==> src/armPkg.sv <==
// ###################
// Constants and instruction views shared by the ARM subset core
// Only DP (op 00) and LDR/STR (op 01) are decoded; other op values act as no-ops
// Flag word is {N, Z, C, V}, N in the top bit
// ###################
package armPkg;

   localparam int DataWidth    = 32;
   localparam int RegAddrWidth = 4;

   // Op field
   localparam logic [1:0] OpDp  = 2'b00;
   localparam logic [1:0] OpMem = 2'b01;

   // Data-processing cmd field
   localparam logic [3:0] CmdAnd = 4'b0000;
   localparam logic [3:0] CmdSub = 4'b0010;
   localparam logic [3:0] CmdAdd = 4'b0100;
   localparam logic [3:0] CmdOrr = 4'b1100;

   localparam logic [1:0] AluAdd = 2'b00;
   localparam logic [1:0] AluSub = 2'b01;
   localparam logic [1:0] AluAnd = 2'b10;
   localparam logic [1:0] AluOrr = 2'b11;

   // Operand source in execute
   localparam logic [1:0] FwdNone = 2'b00;
   localparam logic [1:0] FwdWb   = 2'b01;
   localparam logic [1:0] FwdMem  = 2'b10;

   localparam logic [3:0] CondAl = 4'b1110;

   localparam int FlagN = 3;
   localparam int FlagZ = 2;
   localparam int FlagC = 1;
   localparam int FlagV = 0;

   typedef struct packed {
      logic [3:0]              cond;
      logic [1:0]              op;
      logic                    immBit;
      logic [3:0]              cmd;
      logic                    sBit;
      logic [RegAddrWidth-1:0] rn;
      logic [RegAddrWidth-1:0] rd;
      logic [3:0]              rotate;   // Ignored, no rotated immediates
      logic [7:0]              imm8;     // Low nibble is rm in register form
   } dpFields;

   typedef struct packed {
      logic [3:0]              cond;
      logic [1:0]              op;
      logic [4:0]              funct;
      logic                    lBit;     // 1 for LDR
      logic [RegAddrWidth-1:0] rn;
      logic [RegAddrWidth-1:0] rd;
      logic [11:0]             imm12;
   } memFields;

   typedef union packed {
      dpFields  dp;
      memFields mem;
   } instrU;

endpackage

==> src/armIf.sv <==


// Memory-stage register contents, write enables already condition gated
interface memIf import armPkg::*; ();
   logic [DataWidth-1:0]    aluOut, writeData;
   logic [RegAddrWidth-1:0] wa3;
   logic                    regWrite, memWrite, memToReg;

   modport execute (output aluOut, writeData, wa3, regWrite, memWrite, memToReg);
   modport memWb (input aluOut, wa3, regWrite, memToReg);
   modport hazard (input wa3, regWrite);
endinterface

==> src/armMemWb.sv <==
// ###################
// Memory to writeback register and result select
// Load data must be valid in the same cycle as the address
// ###################
`timescale 1ns/1ps

module armMemWb import armPkg::*;
(
   input  logic                    clk,
   input  logic                    reset,
   input  logic [DataWidth-1:0]    readDataM,
   memIf.memWb                     mem,
   output logic [DataWidth-1:0]    resultW,
   output logic [RegAddrWidth-1:0] wa3W,
   output logic                    regWriteW
);

   logic [DataWidth-1:0] aluOutW, readDataW;
   logic                 memToRegW;

   always_ff @(posedge clk or posedge reset)
   begin
      if (reset)
      begin
         regWriteW <= 1'b0;
         memToRegW <= 1'b0;
      end
      else
      begin
         regWriteW <= mem.regWrite;
         memToRegW <= mem.memToReg;
      end
   end

   always_ff @(posedge clk)
   begin
      aluOutW   <= mem.aluOut;
      readDataW <= readDataM;
      wa3W      <= mem.wa3;
   end

   assign resultW = memToRegW ? readDataW : aluOutW;   // LDR takes memory data

endmodule

==> src/flat_wrapper.sv <==
// flat-port wrapper written by rule: the top's interface ports become plain ports
module armMemWb_flat import armPkg::*;
  (clk, reset, readDataM, resultW, wa3W, regWriteW, mem_aluOut, mem_wa3, mem_regWrite, mem_memToReg);
  memIf mem_i ();
  input  logic clk;
  input  logic reset;
  input  logic [DataWidth-1:0] readDataM;
  output logic [DataWidth-1:0] resultW;
  output logic [RegAddrWidth-1:0] wa3W;
  output logic regWriteW;
  input wire logic [$bits(mem_i.aluOut)-1:0] mem_aluOut;
  input wire logic [$bits(mem_i.wa3)-1:0] mem_wa3;
  input wire logic [$bits(mem_i.regWrite)-1:0] mem_regWrite;
  input wire logic [$bits(mem_i.memToReg)-1:0] mem_memToReg;
  assign mem_i.aluOut = mem_aluOut;
  assign mem_i.wa3 = mem_wa3;
  assign mem_i.regWrite = mem_regWrite;
  assign mem_i.memToReg = mem_memToReg;
  armMemWb u_core (.clk(clk), .reset(reset), .readDataM(readDataM), .mem(mem_i), .resultW(resultW), .wa3W(wa3W), .regWriteW(regWriteW));
endmodule
==> config.mk <==
export PLATFORM = sky130hd
export DESIGN_NAME = armMemWb_flat
export DESIGN_NICKNAME = d
export VERILOG_FILES = /design/src/armPkg.sv /design/src/armIf.sv /design/src/armMemWb.sv /design/src/flat_wrapper.sv
export SDC_FILE = /design/constraint.sdc
export NUM_CORES = 1
export LEC_CHECK = 0
export BUFFER_PORTS_ARGS = -buffer_cell sky130_fd_sc_hd__buf_2
export CORE_ASPECT_RATIO = 2
export CORE_MARGIN = 2
export CORE_UTILIZATION = 38
export DETAILED_ROUTE_END_ITERATION = 12
export PLACE_DENSITY = 0.84
export RECOVER_POWER = 100
export SLEW_MARGIN = 40
export SYNTH_ARGS = -nofsm -noshare
export SYNTH_HDL_FRONTEND = slang
export SYNTH_SLANG_ARGS = --single-unit
==> constraint.sdc <==
create_clock -name clk -period 1.1 [get_ports clk]
set_input_delay 0.22 -clock clk [delete_from_list [all_inputs] [get_ports clk]]
set_output_delay 0.22 -clock clk [all_outputs]
set_load 0.03 [all_outputs]
==> out/qor.yml <==
maxCapViolCount: 0
worst-path-max-fanout: 20
min_path_type: "in2async"
ys_types: 7
grt_pass1_vias: 1786
period_share_pct: 149.5
grt-busiest-layer: "met2"
dp_hpwl_um: 2673
via_per_inst: 4.237
gp_congestion: 0.6473
setup_ws_ns: -0.5446
drc: 0
maxSlewHeadroom_pct: 88.28
cp.depth: 3
clock.fmax_ghz: 0.6081
clockBufferDepth: 2
syn-cell-area_um2: 1959
cts_buffers: 9
power.leakage_nw: 1.763
wire_per_inst_um: 15.34
drive_gt1_share_pct: 52.67
ys_seq_area_share_pct: 72.03
critPathMaxStageDelay_ns: 0.41
setup_viol: 32
tightest_slew_ns: 0.1765
worst-endpoint-arrival_ns: 1.42
crit_family: "flip-flops"
dr.first_iter.drc_count: 18
grt_overflow_total: 0
core_area_um2: 5046
clkSlewWorstSetupHoldPaths_ns: 0.07
die_h_um: 105.6
crit_path_start_kind: "flop"
cts_tree: "done"
num_antenna_cells: 0
path_buf_inv: 2
post_cts_buffers: 0
rsz0062_at_grt: "true"
timing.hold.ws_ns: 0.2805
initial_utilization_pct: 38.83
slew_violations: 0
portBuffers: 108
power_density_nw_per_um2: 1547
synth_fp_nets: 179
fin_crit_ns: 1.645
totalWireLength_um: 5491
status: "finished, violations left"
netlist_instances: 107
crit_slowest_cell: "dfrtp_2"
vias: 1517
preCtsSetupSlack_ns: -0.2099
ys_ff_latch: 70
num_rows: 37
use_met1_pct: 18.24
avgSynthCellArea_um2: 18.31
ioPinCount: 109
use_met3_pct: 8.782
area_growth_pct: 86.65
gr-usage-met2_pct: 34.69
clock_tree.root_cell: "clkbuf_8"
ant_nets: 0
dr.pass1.iters: 3
fillers: 291
fin_nets: 367
violations: "negative setup slack"
grt_usage_pct: 19.76
clock-sinks: 70
die_area_um2: 5782
antenna_found_initial: 0
worst_ep_required_time_ns: 0.88
cts.htree.levels: 3
die_w_um: 54.78
yosysWarnings: 0
worstSetupPathType: "reg2out"
grt_max_degree: 21
grt_pass1_wl_um: 7817
hold_viol: 0
crit_chain: "buf_12 > mux2_4 > buf_6"
endpoint_kind: "output port"
power.ir.vdd_worst_mv: 1.386
[cell type report]
cell class                      count  area (µm²)  share of cell area, %
Tap cell                           58       72.57                  1.984
Timing Repair Buffer              181        1498                  40.95
Clock buffer                       10       127.6                  3.490
Multi-Input combinational cell     32       480.5                  13.14
Clock inverter                      6       62.56                  1.711
Inverter                            1       3.754                 0.1026
Sequential cell                    70        1413                  38.62
[metal layers]
metal / part of all wire [%] / up-vias
met1: 34 / 671
met4: 1.9 / 0
met5: 0 / -
li1: - / 728
met2: 53 / 106
met3: 11 / 12
[sequential cells by signal, indices dropped and copies added (netlist names)]
register          flops
u_core.aluOutW       32
u_core.readDataW     32
u_core.wa3W           4
u_core.memToRegW      1
u_core.regWriteW      1
[through the flow]
stage / total power, W / cell area, µm² / util, % / instances / TNS, ns
floorplan: 0.003187 / 1959 / - / 107 / -2.778
global placement: 0.003386 / 2542 / 50.38 / 271 / -5.970
detailed placement: 0.003406 / 2542 / 50.38 / 271 / -6.180
CTS: 0.005653 / 3651 / 72.35 / 358 / -16.99
global route: 0.005881 / 3657 / 72.48 / 358 / -18.06
finish: 0.005659 / 3657 / 72.48 / 358 / -16.61
[path summary, 6_finish.rpt]
check                                  from                  to  slack, ns
setup / recovery           u_core.memToRegW         resultW[23]      -0.54
hold / removal                        reset    u_core.regWriteW       0.28
max in group asynchronous             reset    u_core.memToRegW       0.70
min in group clk             mem_aluOut[17]  u_core.aluOutW[17]       0.52
[cells in the mapped netlist]
library cell / n / area share (%)
dfxtp_1: 68 / 69
buf_6: 1 / 0.57
mux2_4: 30 / 23
dfrtp_1: 2 / 2.6
buf_12: 3 / 3.1
mux2_2: 2 / 1.1
inv_1: 1 / 0.19
[layout by cell type (no fill, tap or decap)]
cell           count
buf_2             74
dlygate4sd3_1     71
dfxtp_1           68
buf_6             33
mux2_4            32
clkbuf_8           9
clkinvlp_4         3
clkinv_2           2
buf_12             2
inv_1              1
bufinv_16          1
clkbuf_1           1
clkbuf_2           1
dfrtp_2            1
dfrtp_1            1
[what timing repair did]
item                       4_1_cts  5_1_grt
setup endpoints to repair       32       33
gates cloned                     0        0
resized for setup               66        3
hold buffers                    71        0
hold endpoints to repair        72        0
[power by group]
part | leakage (nW) | internal [W] | total (W) | switching, W
registers | 0.596 | 0.00267 | 0.00272 | 0.0000452
logic | 1.08 | 0.000582 | 0.000992 | 0.000410
clock network | 0.0883 | 0.00104 | 0.00195 | 0.000911
[kinds of logic (layout without fill, tap and decap cells)]
logic type / after synthesis / in the layout / share of synthesized area [%]
DFF: 70 / 70 / 72.03
buffers and inverters: 5 / 198 / 3.831
muxes: 32 / 32 / 24.14
(Power assumes the default switching activity.)
