$ cat src/armPkg.sv
// ###################
// Constants and instruction views shared by the ARM subset core
// Only DP (op 00) and LDR/STR (op 01) are decoded; other op values act as no-ops
// Flag word is {N, Z, C, V}, N in the top bit
// ###################
package armPkg;

   localparam int DataWidth    = 32;
   localparam int RegAddrWidth = 4;

   // Op field
   localparam logic [1:0] OpDp  = 2'b00;
   localparam logic [1:0] OpMem = 2'b01;

   // Data-processing cmd field
   localparam logic [3:0] CmdAnd = 4'b0000;
   localparam logic [3:0] CmdSub = 4'b0010;
   localparam logic [3:0] CmdAdd = 4'b0100;
   localparam logic [3:0] CmdOrr = 4'b1100;

   localparam logic [1:0] AluAdd = 2'b00;
   localparam logic [1:0] AluSub = 2'b01;
   localparam logic [1:0] AluAnd = 2'b10;
   localparam logic [1:0] AluOrr = 2'b11;

   // Operand source in execute
   localparam logic [1:0] FwdNone = 2'b00;
   localparam logic [1:0] FwdWb   = 2'b01;
   localparam logic [1:0] FwdMem  = 2'b10;

   localparam logic [3:0] CondAl = 4'b1110;

   localparam int FlagN = 3;
   localparam int FlagZ = 2;
   localparam int FlagC = 1;
   localparam int FlagV = 0;

   typedef struct packed {
      logic [3:0]              cond;
      logic [1:0]              op;
      logic                    immBit;
      logic [3:0]              cmd;
      logic                    sBit;
      logic [RegAddrWidth-1:0] rn;
      logic [RegAddrWidth-1:0] rd;
      logic [3:0]              rotate;   // Ignored, no rotated immediates
      logic [7:0]              imm8;     // Low nibble is rm in register form
   } dpFields;

   typedef struct packed {
      logic [3:0]              cond;
      logic [1:0]              op;
      logic [4:0]              funct;
      logic                    lBit;     // 1 for LDR
      logic [RegAddrWidth-1:0] rn;
      logic [RegAddrWidth-1:0] rd;
      logic [11:0]             imm12;
   } memFields;

   typedef union packed {
      dpFields  dp;
      memFields mem;
   } instrU;

endpackage

$ cat src/regFile.sv
// ###################
// R0 to R14 only, R15 is not implemented
// Written on the falling edge so decode sees writeback data in the same cycle
// ###################
`timescale 1ns/1ps

module regFile import armPkg::*;
(
   input  logic                    clk,
   input  logic                    regWriteW,
   input  logic [RegAddrWidth-1:0] ra1D,
   input  logic [RegAddrWidth-1:0] ra2D,
   input  logic [RegAddrWidth-1:0] wa3W,
   input  logic [DataWidth-1:0]    resultW,
   output logic [DataWidth-1:0]    rd1D,
   output logic [DataWidth-1:0]    rd2D
);

   logic [DataWidth-1:0] regs [0:14];

   always_ff @(negedge clk)
   begin
      if (regWriteW)
         regs[wa3W] <= resultW;
   end

   // Two async read ports
   assign rd1D = regs[ra1D];
   assign rd2D = regs[ra2D];

endmodule

$ cat config.mk
export PLATFORM = sky130hd
export DESIGN_NAME = regFile
export DESIGN_NICKNAME = d
export VERILOG_FILES = /design/src/armPkg.sv /design/src/regFile.sv
export SDC_FILE = /design/constraint.sdc
export NUM_CORES = 1
export LEC_CHECK = 0
export BUFFER_PORTS_ARGS = -buffer_cell sky130_fd_sc_hd__clkbuf_2
export CORE_MARGIN = 4
export CORE_UTILIZATION = 66
export DETAILED_ROUTE_END_ITERATION = 10
export GPL_ROUTABILITY_DRIVEN = 0
export PLACE_DENSITY_LB_ADDON = 0.05
export SYNTH_ARGS = -nofsm -noshare
export SYNTH_HDL_FRONTEND = slang
export SYNTH_SLANG_ARGS = --single-unit
$ cat constraint.sdc
create_clock -name clk -period 10.6 [get_ports clk]
set_clock_uncertainty 0.05 [all_clocks]
set_input_delay 1.06 -clock clk [delete_from_list [all_inputs] [get_ports clk]]
set_output_delay 1.06 -clock clk [all_outputs]
set_load 0.005 [all_outputs]
==> results.yml, run 1 <==
run_status:
  outcome: "complete, no violations"
routing:
  drc: 0
  wl_um: 53870
  viasPerCell: 6.447
  vias: 13918
  wire_per_inst_um: 24.95
  drt_pre_antenna_iters: 6
  dr.first_iter.drc_count: 1758
  antenna_left: 0
clocking:
  cts_resized: 0
  cts_setup_buffers: 0
  cts_made_buffers: 51
  htreeDepth: 2
  root_buffer: "clkbuf_16"
  clock_sinks: 480
  cts_hold_buf: 0
  clkTransAtPathRegs_ns: 0.04
  clock_path_buffers: 3
  cts_tree: "built"
min_path:
  holdPathEnd: "rd1D[1]"
  hold_path_depth: 4
  hold_class: "primary input to output pin"
  holdCritStartpoint: "ra1D[1]"
yosys:
  ys_async_sr_fraction: 0
  synth_seq_cells: 480
  synthAdderAreaFrac: 0
  synth-simple-area-share: 0.01795
  synth-compound-area-share: 0.06974
  synth_mux_area_frac: 0.2276
  netlist_instances: 1117
  synth-edff-count: 480
  yosysWarnings: 0
  synth_xor_area_frac: 0
  ys_seq_area_frac: 0.6607
  synth.distinct_cells: 22
  synth_flop_cell: "edfxtp_1"
  synth_nets: 1163
  synth_top_family_by_area: "multiplexers"
  syn_area_per_cell_um2: 19.53
  syn_area_um2: 21820
pwr:
  power.density_nw_per_um2: 192.6
  leakage_nw: 10.66
  vdd_drop_max_v: 0.0001548
cells_and_area:
  fin_nets: 1729
  layout-drive-gt1-share: 0.2429
  final_common_cell: "inv_1"
  reg_top3: "regs: 480 flops"
  largest_reg_flops: 480
  diodes: 0
  final_cell_mix: "inv_1 (494), edfxtp_1 (480), mux4_2 (192), clkbuf_2 (105), nand2_1 (65)"
  regMostFlops: "regs"
  syn2layout_area_growth_pct: 20.04
global_route:
  track_usage: 0.3076
  gr-total-overflow: 0
  antenna_found_initial: 0
  grt_max_degree: 87
  grt_pass1_wl_um: 83530
  first_global_vias: 15723
sta:
  finalHoldViolCount: 0
  grt_setup_unrepaired: "false"
  max-slew-margin-rel: 0.1025
  tns_ns: 0
  slew_violations: 0
  finalSetupViolations: 0
  worst_pin_slew_ns: 1.343
  layout_setup_ws_ns: 1.976
placement:
  place_ws_ns: 2.120
  numPortBuffers: 109
  dp_hpwl_um: 26530
setup_path:
  cp.required_ns: 9.49
  crit_type: "register to output pin"
  worst-path-max-fanout: 2
  cp-end-kind: "output pin"
  crit_arrival_ns: 7.51
  worst_setup_path_start_kind: "register"
die:
  initial_core_util: 0.6705
  rows: 66
  dieArea_um2: 36030
  die_w_um: 189.8
  ioPinCount: 110
  die_h_um: 189.8
  core_area_um2: 32540
flow_run:
  cap_violations: 0
-- cell usage after synthesis, drive strengths merged, types with 2 or more instances --
master	n	area share
nand2b	2	0.00057
buf	47	0.016
nor3	4	0.00092
a22o	64	0.026
o21ai	64	0.015
clkbuf	47	0.0081
mux4	192	0.20
and2	2	0.00057
mux2i	64	0.029
nor2b	4	0.0011
nand3b	2	0.00069
nand2	65	0.011
edfxtp	480	0.66
a221o	64	0.029
nor2	13	0.0022
-- cell families after synthesis --
logic type,Yosys count
AO/OA/AOI/OAI,192
buffers and inverters,95
flip-flops,480
multiplexers,256
AND/OR/NAND/NOR,94
-- area by class of cell --
cell class,instances,area (um^2)
multi-input cells,542,7028
well taps,442,553.0
repair buffers,128,718.2
clock buffers,51,1276
fillers,1785,6347
clock inverters,516,2200
flip-flops and latches,480,14410
-- worst max path at each step --
| stage | start | slack [ns] | end |
|---|---|---|---|
| 3_5_place_dp | wa3W[2] | 2.12 | regs[2][3] |
| 5_1_grt | regs[6][14] | 1.95 | rd1D[14] |
| 2_1_floorplan | wa3W[2] | 1.01 | regs[0][0] |
| 6_report | regs[6][14] | 1.98 | rd1D[14] |
| 3_3_place_gp | wa3W[2] | 2.15 | regs[2][3] |
| 4_1_cts | regs[6][14] | 1.97 | rd1D[14] |
-- routing by layer --
layer,GRT usage,vias up,share of wire
met5,0,-,0
met1,0.3816,7069,0.36
met3,0.09578,106,0.084
met4,0.1439,0,0.026
li1,-,5970,-
met2,0.5043,773,0.53
-- worst max-delay path: stages, from the launching register on --
cell	delay, ns
edfxtp_1	0.41
mux4_2	0.48
a22o_1	0.27
a221o_1	0.32
clkbuf_2	0.13
-- report_power, final --
part	switching (W)	total [W]	internal [W]
combinational	0.000194	0.000353	0.000159
sequential	0.0000170	0.00216	0.00215
clock	0.00120	0.00253	0.00133
total	0.00141	0.00504	0.00363
-- metrics by stage --
stage	total power (W)	util	std cells	area [um^2]	hold slack, ns
floorplan	0.002679	-	1117	21820	2.479
global route	0.005378	0.8049	2159	26190	2.911
finish	0.005043	0.8049	2159	26190	2.849
global placement	0.002796	0.6982	1593	22720	2.863
detailed placement	0.002804	0.6982	1593	22720	2.860
CTS	0.005092	0.8049	2159	26190	2.864
Note: power is estimated with default switching activity, not from simulation.
==> run 2, diff against run 1 <==
--- a/config.mk
+++ b/config.mk
@@ -7,7 +7,7 @@
 export LEC_CHECK = 0
 export BUFFER_PORTS_ARGS = -buffer_cell sky130_fd_sc_hd__clkbuf_2
 export CORE_MARGIN = 4
-export CORE_UTILIZATION = 66
+export CORE_UTILIZATION = 61
 export DETAILED_ROUTE_END_ITERATION = 10
 export GPL_ROUTABILITY_DRIVEN = 0
 export PLACE_DENSITY_LB_ADDON = 0.05
==> constraint.sdc (replaced) <==
create_clock -name clk -period 8.1 [get_ports clk]
set_clock_uncertainty 0.05 [all_clocks]
set_input_delay 0.81 -clock clk [delete_from_list [all_inputs] [get_ports clk]]
set_output_delay 0.81 -clock clk [all_outputs]
set_load 0.005 [all_outputs]
==> run 2 against run 1 <==
Net effect: first-iteration DRC count fell by 24%; global-route usage shrank 1.5 points; highest routed layer unchanged; clock-buffer cell count grew 2; critical path depth unchanged; sequential power is 31% higher.
==> results.yml, run 2 (synthesized netlist as in run 1, its figures left out) <==
global_route:
  grt_max_degree: 103
  track_usage: 0.2923
  grt.busiest_layer: "met2"
  antenna_found_initial: 1
  met2_usage: 0.4781
  gr-total-overflow: 0
  first_global_vias: 15469
  grt_use_met3: 0.09261
  grt_pass1_wl_um: 84600
  grt_use_met1: 0.3595
run_status:
  outcome: "complete, no violations"
die:
  rows: 68
  die_w_um: 197.1
  ioPinCount: 110
  die_h_um: 197.1
  dieArea_um2: 38850
  core_area_um2: 34880
  initial_core_util: 0.6254
clocking:
  clock_sinks: 480
  cts_tree: "built"
  root_buffer: "clkbuf_16"
  cts_setup_buffers: 0
  cts_hold_buf: 0
  htreeDepth: 2
  clkTransAtPathRegs_ns: 0.06
  cts_made_buffers: 51
  cts_resized: 0
  clock_path_buffers: 3
setup_path:
  crit_buf_inv: 1
  crit_arrival_ns: 6.28
  cp-end-kind: "output pin"
  crit_chain: "mux4_2, a22o_1, a221o_1, clkbuf_2"
  worst_setup_path_start_kind: "register"
  crit_path_start: "regs[7][27]"
  slowest_stage: "mux4_2"
  worst-path-max-fanout: 2
  cp.required_ns: 7.24
  crit_type: "register to output pin"
  critPathMaxStageDelay_ns: 0.51
  crit_family: "compound AO/OA/AOI/OAI gates"
cells_and_area:
  syn2layout_area_growth_pct: 20.26
  regMostFlops: "regs"
  fin_nets: 1740
  reg_top3: "regs: 480 flops"
  final_cell_mix: "inv_1 (497), edfxtp_1 (480), mux4_2 (192), clkbuf_2 (105), nand2_1 (65)"
  largest_reg_flops: 480
  layout-drive-gt1-share: 0.2459
  final_common_cell: "inv_1"
  final_area_um2: 26240
sta:
  finalHoldViolCount: 0
  tns_ns: 0
  worst_pin_slew_ns: 1.157
  whs_ns: 2.260
  grt_setup_unrepaired: "false"
  max-slew-margin-rel: 0.2289
  finalSetupViolations: 0
  slew_violations: 0
routing:
  dr.first_iter.drc_count: 1332
  antenna_left: 0
  drc: 0
  wire_per_inst_um: 25.52
  wl_um: 55730
  vias: 13974
  viasPerCell: 6.398
  drt_pre_antenna_iters: 5
min_path:
  hold_class: "primary input to output pin"
  hold_path_depth: 4
  holdPathEnd: "rd2D[28]"
  holdCritStartpoint: "ra2D[1]"
flow_run:
  cap_violations: 0
placement:
  numPortBuffers: 109
  dp_hpwl_um: 26910
  place_area_um2: 22850
pwr:
  vdd_drop_max_v: 0.0002222
  leakage_nw: 10.69
  power.density_nw_per_um2: 246.5
## run 2: layout make-up
| class | count | area, um^2 |
|---|---|---|
| Sequential cell | 480 | 14410 |
| Fill cell | 2130 | 8648 |
| Multi-Input combinational cell | 542 | 7028 |
| Clock inverter | 514 | 2057 |
| Clock buffer | 53 | 1326 |
| Timing Repair Buffer | 139 | 838.3 |
| Tap cell | 455 | 569.3 |
| Antenna cell | 1 | 2.502 |
## run 2: per-layer routing
| layer | share of wire | vias to the layer above |
|---|---|---|
| li1 | - | 5989 |
| met1 | 0.38 | 7151 |
| met2 | 0.52 | 715 |
| met3 | 0.080 | 119 |
| met4 | 0.027 | 0 |
| met5 | 0 | - |
## run 2: metrics by stage
stage	total power, W	std cells	setup WS (ns)	utilization
2_1_floorplan	0.003505	1117	0.01035	-
3_5_place_dp	0.003678	1617	1.391	0.6551
5_1_grt	0.006889	2184	0.9172	0.7521
4_1_cts	0.006544	2183	0.9278	0.7520
6_report	0.006466	2184	0.9611	0.7521
3_3_place_gp	0.003670	1617	1.432	0.6551
## run 2: power breakdown
group / internal [W] / total [W] / switching [W]
clock network: 0.00161 / 0.00317 / 0.00155
logic: 0.000210 / 0.000470 / 0.000260
registers: 0.00281 / 0.00283 / 0.0000213
total: 0.00463 / 0.00647 / 0.00183
## run 2: worst max-delay path by stage
stage | to | slack, ns | cells after the start
after global routing | rd2D[27] | 0.92 | 4
after CTS | rd2D[27] | 0.93 | 4
after detailed placement | regs[3][1] | 1.39 | 4
after floorplan | regs[0][0] | 0.01 | 2
after global placement | regs[3][4] | 1.43 | 4
final | rd2D[27] | 0.96 | 4
## run 2: tightest hold or removal path, cell delays in order
cell	delay, ns
buf_6	0.21
o21ai_1	0.20
a221o_1	0.16
clkbuf_2	0.11
