## src/armPkg.sv

```systemverilog
// ###################
// Constants and instruction views shared by the ARM subset core
// Only DP (op 00) and LDR/STR (op 01) are decoded; other op values act as no-ops
// Flag word is {N, Z, C, V}, N in the top bit
// ###################
package armPkg;

   localparam int DataWidth    = 32;
   localparam int RegAddrWidth = 4;

   // Op field
   localparam logic [1:0] OpDp  = 2'b00;
   localparam logic [1:0] OpMem = 2'b01;

   // Data-processing cmd field
   localparam logic [3:0] CmdAnd = 4'b0000;
   localparam logic [3:0] CmdSub = 4'b0010;
   localparam logic [3:0] CmdAdd = 4'b0100;
   localparam logic [3:0] CmdOrr = 4'b1100;

   localparam logic [1:0] AluAdd = 2'b00;
   localparam logic [1:0] AluSub = 2'b01;
   localparam logic [1:0] AluAnd = 2'b10;
   localparam logic [1:0] AluOrr = 2'b11;

   // Operand source in execute
   localparam logic [1:0] FwdNone = 2'b00;
   localparam logic [1:0] FwdWb   = 2'b01;
   localparam logic [1:0] FwdMem  = 2'b10;

   localparam logic [3:0] CondAl = 4'b1110;

   localparam int FlagN = 3;
   localparam int FlagZ = 2;
   localparam int FlagC = 1;
   localparam int FlagV = 0;

   typedef struct packed {
      logic [3:0]              cond;
      logic [1:0]              op;
      logic                    immBit;
      logic [3:0]              cmd;
      logic                    sBit;
      logic [RegAddrWidth-1:0] rn;
      logic [RegAddrWidth-1:0] rd;
      logic [3:0]              rotate;   // Ignored, no rotated immediates
      logic [7:0]              imm8;     // Low nibble is rm in register form
   } dpFields;

   typedef struct packed {
      logic [3:0]              cond;
      logic [1:0]              op;
      logic [4:0]              funct;
      logic                    lBit;     // 1 for LDR
      logic [RegAddrWidth-1:0] rn;
      logic [RegAddrWidth-1:0] rd;
      logic [11:0]             imm12;
   } memFields;

   typedef union packed {
      dpFields  dp;
      memFields mem;
   } instrU;

endpackage

```

## src/armIf.sv

```systemverilog
// ###################
// Stage bundles between the pipeline blocks
// All signals are registered by the driving stage
// ###################
`timescale 1ns/1ps

// Execute-stage register contents
interface execIf import armPkg::*; ();
   logic [DataWidth-1:0]    rd1, rd2, extImm;
   logic [RegAddrWidth-1:0] ra1, ra2, wa3;
   logic [3:0]              cond;
   logic [1:0]              aluControl;
   logic                    aluSrc;
   logic [1:0]              flagWrite;   // [1] NZ, [0] CV
   logic                    regWrite, memWrite, memToReg;

   modport decode (output rd1, rd2, extImm, ra1, ra2, wa3, cond,
                   output aluControl, aluSrc, flagWrite, regWrite, memWrite, memToReg);
   modport execute (input rd1, rd2, extImm, ra1, ra2, wa3, cond,
                    input aluControl, aluSrc, flagWrite, regWrite, memWrite, memToReg);
   modport hazard (input ra1, ra2, wa3, memToReg);
endinterface

// Memory-stage register contents, write enables already condition gated
interface memIf import armPkg::*; ();
   logic [DataWidth-1:0]    aluOut, writeData;
   logic [RegAddrWidth-1:0] wa3;
   logic                    regWrite, memWrite, memToReg;

   modport execute (output aluOut, writeData, wa3, regWrite, memWrite, memToReg);
   modport memWb (input aluOut, wa3, regWrite, memToReg);
   modport hazard (input wa3, regWrite);
endinterface

```

## src/armHazard.sv

```systemverilog
// ###################
// Forwarding selects and load-use stall, purely combinational
// ###################
`timescale 1ns/1ps

module armHazard import armPkg::*;
(
   execIf.hazard                   ex,
   memIf.hazard                    mem,
   input  logic [RegAddrWidth-1:0] ra1D,
   input  logic [RegAddrWidth-1:0] ra2D,
   input  logic [RegAddrWidth-1:0] wa3W,
   input  logic                    regWriteW,
   output logic [1:0]              forwardA,
   output logic [1:0]              forwardB,
   output logic                    stall,
   output logic                    flushE
);

   logic loadUse;

   // Memory stage wins, it holds the younger result
   function automatic logic [1:0] fwdFor(input logic [RegAddrWidth-1:0] ra,
                                         input logic [RegAddrWidth-1:0] wa3M,
                                         input logic                    regWriteM,
                                         input logic [RegAddrWidth-1:0] wa3Wb,
                                         input logic                    regWriteWb);
      if (regWriteM && (wa3M == ra))
         return FwdMem;
      else if (regWriteWb && (wa3Wb == ra))
         return FwdWb;
      return FwdNone;
   endfunction

   assign forwardA = fwdFor(ex.ra1, mem.wa3, mem.regWrite, wa3W, regWriteW);
   assign forwardB = fwdFor(ex.ra2, mem.wa3, mem.regWrite, wa3W, regWriteW);

   assign loadUse = ex.memToReg && ((ex.wa3 == ra1D) || (ex.wa3 == ra2D));

   // One bubble behind a load
   assign stall  = loadUse;
   assign flushE = loadUse;

endmodule

```

## src/flat_wrapper.sv

```systemverilog
// flat-port wrapper written by rule: the top's interface ports become plain ports
module armHazard_flat import armPkg::*;
  (ra1D, ra2D, wa3W, regWriteW, forwardA, forwardB, stall, flushE, ex_ra1, ex_ra2, ex_wa3, ex_memToReg, mem_wa3, mem_regWrite);
  execIf ex_i ();
  memIf mem_i ();
  input  logic [RegAddrWidth-1:0] ra1D;
  input  logic [RegAddrWidth-1:0] ra2D;
  input  logic [RegAddrWidth-1:0] wa3W;
  input  logic regWriteW;
  output logic [1:0] forwardA;
  output logic [1:0] forwardB;
  output logic stall;
  output logic flushE;
  input wire logic [$bits(ex_i.ra1)-1:0] ex_ra1;
  input wire logic [$bits(ex_i.ra2)-1:0] ex_ra2;
  input wire logic [$bits(ex_i.wa3)-1:0] ex_wa3;
  input wire logic [$bits(ex_i.memToReg)-1:0] ex_memToReg;
  input wire logic [$bits(mem_i.wa3)-1:0] mem_wa3;
  input wire logic [$bits(mem_i.regWrite)-1:0] mem_regWrite;
  assign ex_i.ra1 = ex_ra1;
  assign ex_i.ra2 = ex_ra2;
  assign ex_i.wa3 = ex_wa3;
  assign ex_i.memToReg = ex_memToReg;
  assign mem_i.wa3 = mem_wa3;
  assign mem_i.regWrite = mem_regWrite;
  armHazard u_core (.ex(ex_i), .mem(mem_i), .ra1D(ra1D), .ra2D(ra2D), .wa3W(wa3W), .regWriteW(regWriteW), .forwardA(forwardA), .forwardB(forwardB), .stall(stall), .flushE(flushE));
endmodule
```

## config.mk

```make
export PLATFORM = sky130hd
export DESIGN_NAME = armHazard_flat
export DESIGN_NICKNAME = d
export VERILOG_FILES = /design/src/armPkg.sv /design/src/armIf.sv /design/src/armHazard.sv /design/src/flat_wrapper.sv
export SDC_FILE = /design/constraint.sdc
export NUM_CORES = 1
export LEC_CHECK = 0
export BUFFER_PORTS_ARGS = -buffer_cell sky130_fd_sc_hd__buf_2
export CELL_PAD_IN_SITES_DETAIL_PLACEMENT = 1
export CELL_PAD_IN_SITES_GLOBAL_PLACEMENT = 2
export CORE_MARGIN = 2
export CORE_UTILIZATION = 16
export DETAILED_ROUTE_END_ITERATION = 10
export PLACE_DENSITY_LB_ADDON = 0.3
export SLEW_MARGIN = 15
export SYNTH_ARGS = -nofsm -noshare
export SYNTH_HDL_FRONTEND = slang
export SYNTH_SLANG_ARGS = --single-unit
```

## constraint.sdc

```tcl
create_clock -name vclk -period 1.6
set_clock_uncertainty 0.2 [all_clocks]
set_input_delay 0 -clock vclk [all_inputs]
set_output_delay 0 -clock vclk [all_outputs]
set_load 0.02 [all_outputs]
```

==> results of run 1 <==
==> path summary, 6_finish.rpt <==
check                  start          end  slack [ns]  depth (start not counted)
setup / recovery  mem_wa3[1]  forwardA[0]        0.48                          5
hold / removal     regWriteW  forwardA[0]        0.14                          4
==> through the flow <==
step	util	setup WS (ns)	std cells	hold slack, ns
2_1_floorplan	-	0.179	41	-0.0659
3_3_place_gp	0.291	0.470	102	0.147
3_5_place_dp	0.291	0.473	102	0.148
4_1_cts	0.291	0.465	102	0.147
5_1_grt	0.291	0.385	102	0.161
6_report	0.291	0.480	102	0.145
==> cell usage in the layout, fill, tap and decap left out <==
master / instances
buf_2: 37
xnor2_1: 11
xor2_1: 10
inv_1: 3
nor3_1: 2
nand3_1: 2
nor2_1: 2
nand4_1: 2
nand2b_1: 1
or2b_1: 1
o2111ai_1: 1
a222oi_1: 1
nor3b_2: 1
nand2_1: 1
nor4_1: 1
a21boi_0: 1
==> routing by layer <==
| metal | part of all wire | wire length [um] |
|---|---|---|
| met1 | 0.49 | 484 |
| met2 | 0.45 | 444 |
| met3 | 0.067 | 67 |
| met4 | 0 | 0 |
| met5 | 0 | 0 |
==> final cells by class <==
type | instances | area, um^2
Tap cell | 25 | 31.3
Inverter | 3 | 11.3
Timing Repair Buffer | 37 | 185
Fill cell | 249 | 1250
Multi-Input combinational cell | 37 | 287
==> power breakdown <==
part	total [mW]	switching (mW)	leakage [nW]	internal [mW]
logic	0.130	0.0612	0.264	0.0686
registers	0	0	0	0
clock network	0	0	0	0
==> cells by family (layout without fill, tap and decap cells) <==
| logic type | after synthesis | in the layout | synth area share |
|---|---|---|---|
| simple gates | 13 | 13 | 0.250 |
| buf+inv | 4 | 40 | 0.0615 |
| xor+xnor | 21 | 21 | 0.602 |
| compound gates | 3 | 3 | 0.0861 |
==> run metrics, run 1 <==
post-synthesis net count between 70 and 80; path class of the lowest-slack min-delay path in -> out; critical path fanouts, max 3; post-route design area roughly 500 um^2; global route hottest layer met1; nature of the critical path startpoint primary input; Synth top area share 0.316; count of nets after finishing between 100 and 150; # hold bufs at CTS 0; Post CTS Setup Buffer Count 0; HPWL reported at the end of detailed placement 967 um; share of synthesized area occupied by flip-flops and latches 0; met2 Resource Use GR 0.144; number of global-route vias before repair around 350; Critical Path Max Stage Delay around 0.40 ns; final count of negative-setup-slack endpoints 0; Synth warnings 0; post-DR vias/cell approximately 3.9; Final Total Pwr approximately 0.13 mW; RSZ-0062 raised after global routing no; most common cell in the netlist xnor2_1; initial antenna violation count 0; critical path buffer and inverter count 2; cell accounting for the most synthesized area xnor2_1; critical-path cell list buf_2, xor2_1, nor4_1, nor2_1, buf_2; Crit path arrival time a little over 0.9 ns; GR Util met3 0.00755; CP Data Required Time ~1.4 ns; list of most frequent post-synthesis cells xnor2_1 (11), xor2_1 (10), inv_1 (3); final antenna diode count 0; die span in x ~48 um; effective utilization at floorplan 0.173; synthesized area per cell ~7.4 um^2; worst slew pin tran 0.386 ns; layout-stage area growth over the synthesis result 68.4%; number of maximum-capacitance constraint violations 0; count of endpoints failing hold in the final timing report 0; outcome finished, final reports clean; maximum number of pins on one net before global-route repair 4; number of detailed-routing iterations run before antenna repair 4; total wire length around 1000 um; family of cells with the greatest summed delay on the critical path simple AND/OR/NAND/NOR gates; cell area after synthesis about 300 um^2; setup TNS 0 ns; fraction of final layout cells with drive strength greater than 1 0.494; clock tree buffer count of the final layout 0; number of distinct standard cells referenced by the synthesized netlist 16; Post-Syn Instances 41; remaining antenna violation count after routing 0; die outline area 0.00227 mm^2; Port Buffer Count 37; Leak Pwr 0.264 nW; height of the die around 48 um; worst vdd rail ir drop just over 0.06 mV; post-cts repair resize count 0; Placed Instance Area 514 um^2; Placement Rows 15; number of I/O pins 37; cells taking the most area after synthesis xnor2_1 (32%), xor2_1 (29%), nand4_1 (4.1%), nor3b_2 (4.1%), inv_1 (3.7%); highest clock frequency the design can meet 893 MHz; DRC Markers 0; number of sequential storage elements 0; remaining global-route overflow 0; final weighted congestion in routability-driven placement ~0.61; number of pins with negative max-slew slack in the final report 0; type of the worst setup path in -> out; Worst path most repeated cell buf_2; CP endpoint kind output pin; relative slew slack 0.740; Max stage delay cell, worst path nor4_1; core outline area roughly 0.0018 mm^2; portion of the clock cycle consumed by the worst path in the final layout 0.700; time the worst path needs with I/O delays and setup 1.12 ns; final routed wire length divided by cell count approximately 9.8 um; First DRT Iteration DRCs 1; Reg area 0 um^2; global routing usage summed across all routing layers 0.0920; global-route met1 utilization 0.144; global-route wire length before repair 1.55 mm; total power divided by cell area ~250 mW/mm^2; via count 397
Power figures use the tool's default switching activity.
==> run 2, diff against run 1 <==
Settings changed: CORE_UTILIZATION 16 to 15.
Clock period 1.6 ns to 1.1 ns, I/O delays scaled along.
==> run 2 against run 1 <==
Net effect:
- total power rose by 64%
- global-route usage fell by 0.24 points
- worst setup slack got worse by 0.48 ns
- first-iteration DRC count rose to 12 times the previous value
- utilization barely moved
- sequential share of layout area did not move
- critical path type unchanged
- highest routed layer unchanged
==> run metrics, run 2 (synthesis results as in run 1) <==
Leak Pwr 0.283 nW (was 0.264 nW); CP endpoint kind output pin (unchanged); total wire length 1.10 mm (was 996 um); Critical Path Max Stage Delay 0.34 ns (was 0.40 ns); setup TNS 0 ns (unchanged); Core Util, Final 0.291 (about the same); Placement Setup Slack -0.0451 ns (was 0.473 ns); path class of the lowest-slack min-delay path in -> out (unchanged); final antenna diode count 0 (unchanged); nature of the critical path startpoint primary input (unchanged); count of endpoints failing hold in the final timing report 0 (unchanged); portion of the clock cycle consumed by the worst path in the final layout 0.997; die outline area 0.00241 mm^2 (was 0.00227 mm^2); initial antenna violation count 0 (unchanged); number of placed instances, taps included 105 (was 102); Crit path arrival time 0.90 ns (was 0.92 ns); via count 421 (was 397); hold path startpoint regWriteW (unchanged); worst slew pin tran 0.291 ns (was 0.386 ns); number of non-filler instances in the completed layout 106 (was 102); core outline area 0.00194 mm^2 (was 0.00176 mm^2); Final Total Pwr 0.213 mW (was 0.130 mW); global routing usage summed across all routing layers 0.0896 (was 0.0920); outcome finished, final reports clean (unchanged); critical path buffer and inverter count 2 (unchanged); count of nets after finishing 112 (was 110); top library cells by usage in the layout, fill and taps aside buf_2 (33), xnor2_1 (11), xor2_1 (10) (was buf_2 (37), xnor2_1 (11), xor2_1 (10)); type of the worst setup path in -> out (unchanged); CP Data Required Time 0.90 ns (was 1.40 ns); layout-stage area growth over the synthesis result 85.2% (was 68.4%); critical path fanouts, max 3 (unchanged); Placement Rows 16 (was 15); Port Buffer Count 37 (unchanged); startpoint of the most critical setup path ex_ra2[1] (was mem_wa3[1]); number of pins with negative max-slew slack in the final report 0 (unchanged); Max stage delay cell, worst path a222oi_1 (was nor4_1); remaining global-route overflow 0 (unchanged); First DRT Iteration DRCs 12 (was 1); number of sequential storage elements 0 (unchanged); time the worst path needs with I/O delays and setup 1.10 ns; family of cells with the greatest summed delay on the critical path compound AO/OA/AOI/OAI gates (was simple AND/OR/NAND/NOR gates); HPWL reported at the end of detailed placement 1.05 mm (was 967 um); relative slew slack 0.806 (was 0.740); final weighted congestion in routability-driven placement 0.789 (was 0.606); number of detailed-routing iterations run before antenna repair 4 (unchanged); number of maximum-capacitance constraint violations 0 (unchanged); number of global-route vias before repair 454 (was 354); Reg area 0 um^2 (unchanged); remaining antenna violation count after routing 0 (unchanged); worst vdd rail ir drop 0.0989 mV (was 0.0618 mV); DRC Markers 0 (unchanged); Placed Instance Area 537 um^2 (was 514 um^2); worst-case setup margin in the final layout 0.00349 ns (was 0.480 ns); clock tree buffer count of the final layout 0 (unchanged); maximum number of pins on one net before global-route repair 4 (unchanged); critical-path cell list buf_6, a222oi_1, nor3b_4, nor2_1, buf_4 (was buf_2, xor2_1, nor4_1, nor2_1, buf_2); final routed wire length divided by cell count 10.4 um (was 9.76 um); die span in x 49.1 um (was 47.7 um); hold slack final 0.163 ns (was 0.145 ns); most frequent standard cell in the layout excluding fill and tap cells buf_2 (unchanged); height of the die 49.1 um (was 47.7 um); highest clock frequency the design can meet ~910 MHz; total power divided by cell area 376 mW/mm^2 (was 252 mW/mm^2); RSZ-0062 raised after global routing yes (was no); number of I/O pins 37 (unchanged); post-route design area 566 um^2 (was 514 um^2); fraction of final layout cells with drive strength greater than 1 0.532 (was 0.494); final count of negative-setup-slack endpoints 0 (unchanged); post-DR vias/cell 3.97 (was 3.89); effective utilization at floorplan 0.157 (was 0.173); global-route wire length before repair 1.84 mm (was 1.55 mm)
==> run 2: changes by cell type in the layout (fill, tap and decap cells not counted), sizes merged <==
cell / previous run / this run
buf: 37 / 39
==> run 2: what timing repair did <==
action                                  in CTS  in global routing
gates resized for setup                      4                  1
hold buffers                                 0                  0
endpoints found under the hold margin        0                  0
endpoints found under the setup margin       2                  3
buffers inserted                             1                  0
pin swaps                                    2                  2
==> run 2: final cells by class <==
type | count | area (um^2)
Tap cell | 27 | 33.8
Fill cell | 254 | 1380
Timing Repair Buffer | 39 | 221
Inverter | 3 | 11.3
Multi-Input combinational cell | 37 | 299
==> run 2: power by group <==
| part | switching, mW | internal [mW] | leakage (nW) |
|---|---|---|---|
| Sequential | 0 | 0 | 0 |
| Clock | 0 | 0 | 0 |
| Combinational | 0.0984 | 0.114 | 0.283 |
| Total | 0.0984 | 0.114 | 0.283 |
==> run 2: per-layer routing <==
metal  wire [um]  track usage
met5           0            0
met4           0            0
met3          48            0
met2         550        0.173
met1         504        0.117
==> run 2: final timing paths <==
path	end	slack, ns	depth (start not counted)
max	forwardB[0]	0.003	5
min	forwardA[0]	0.16	4
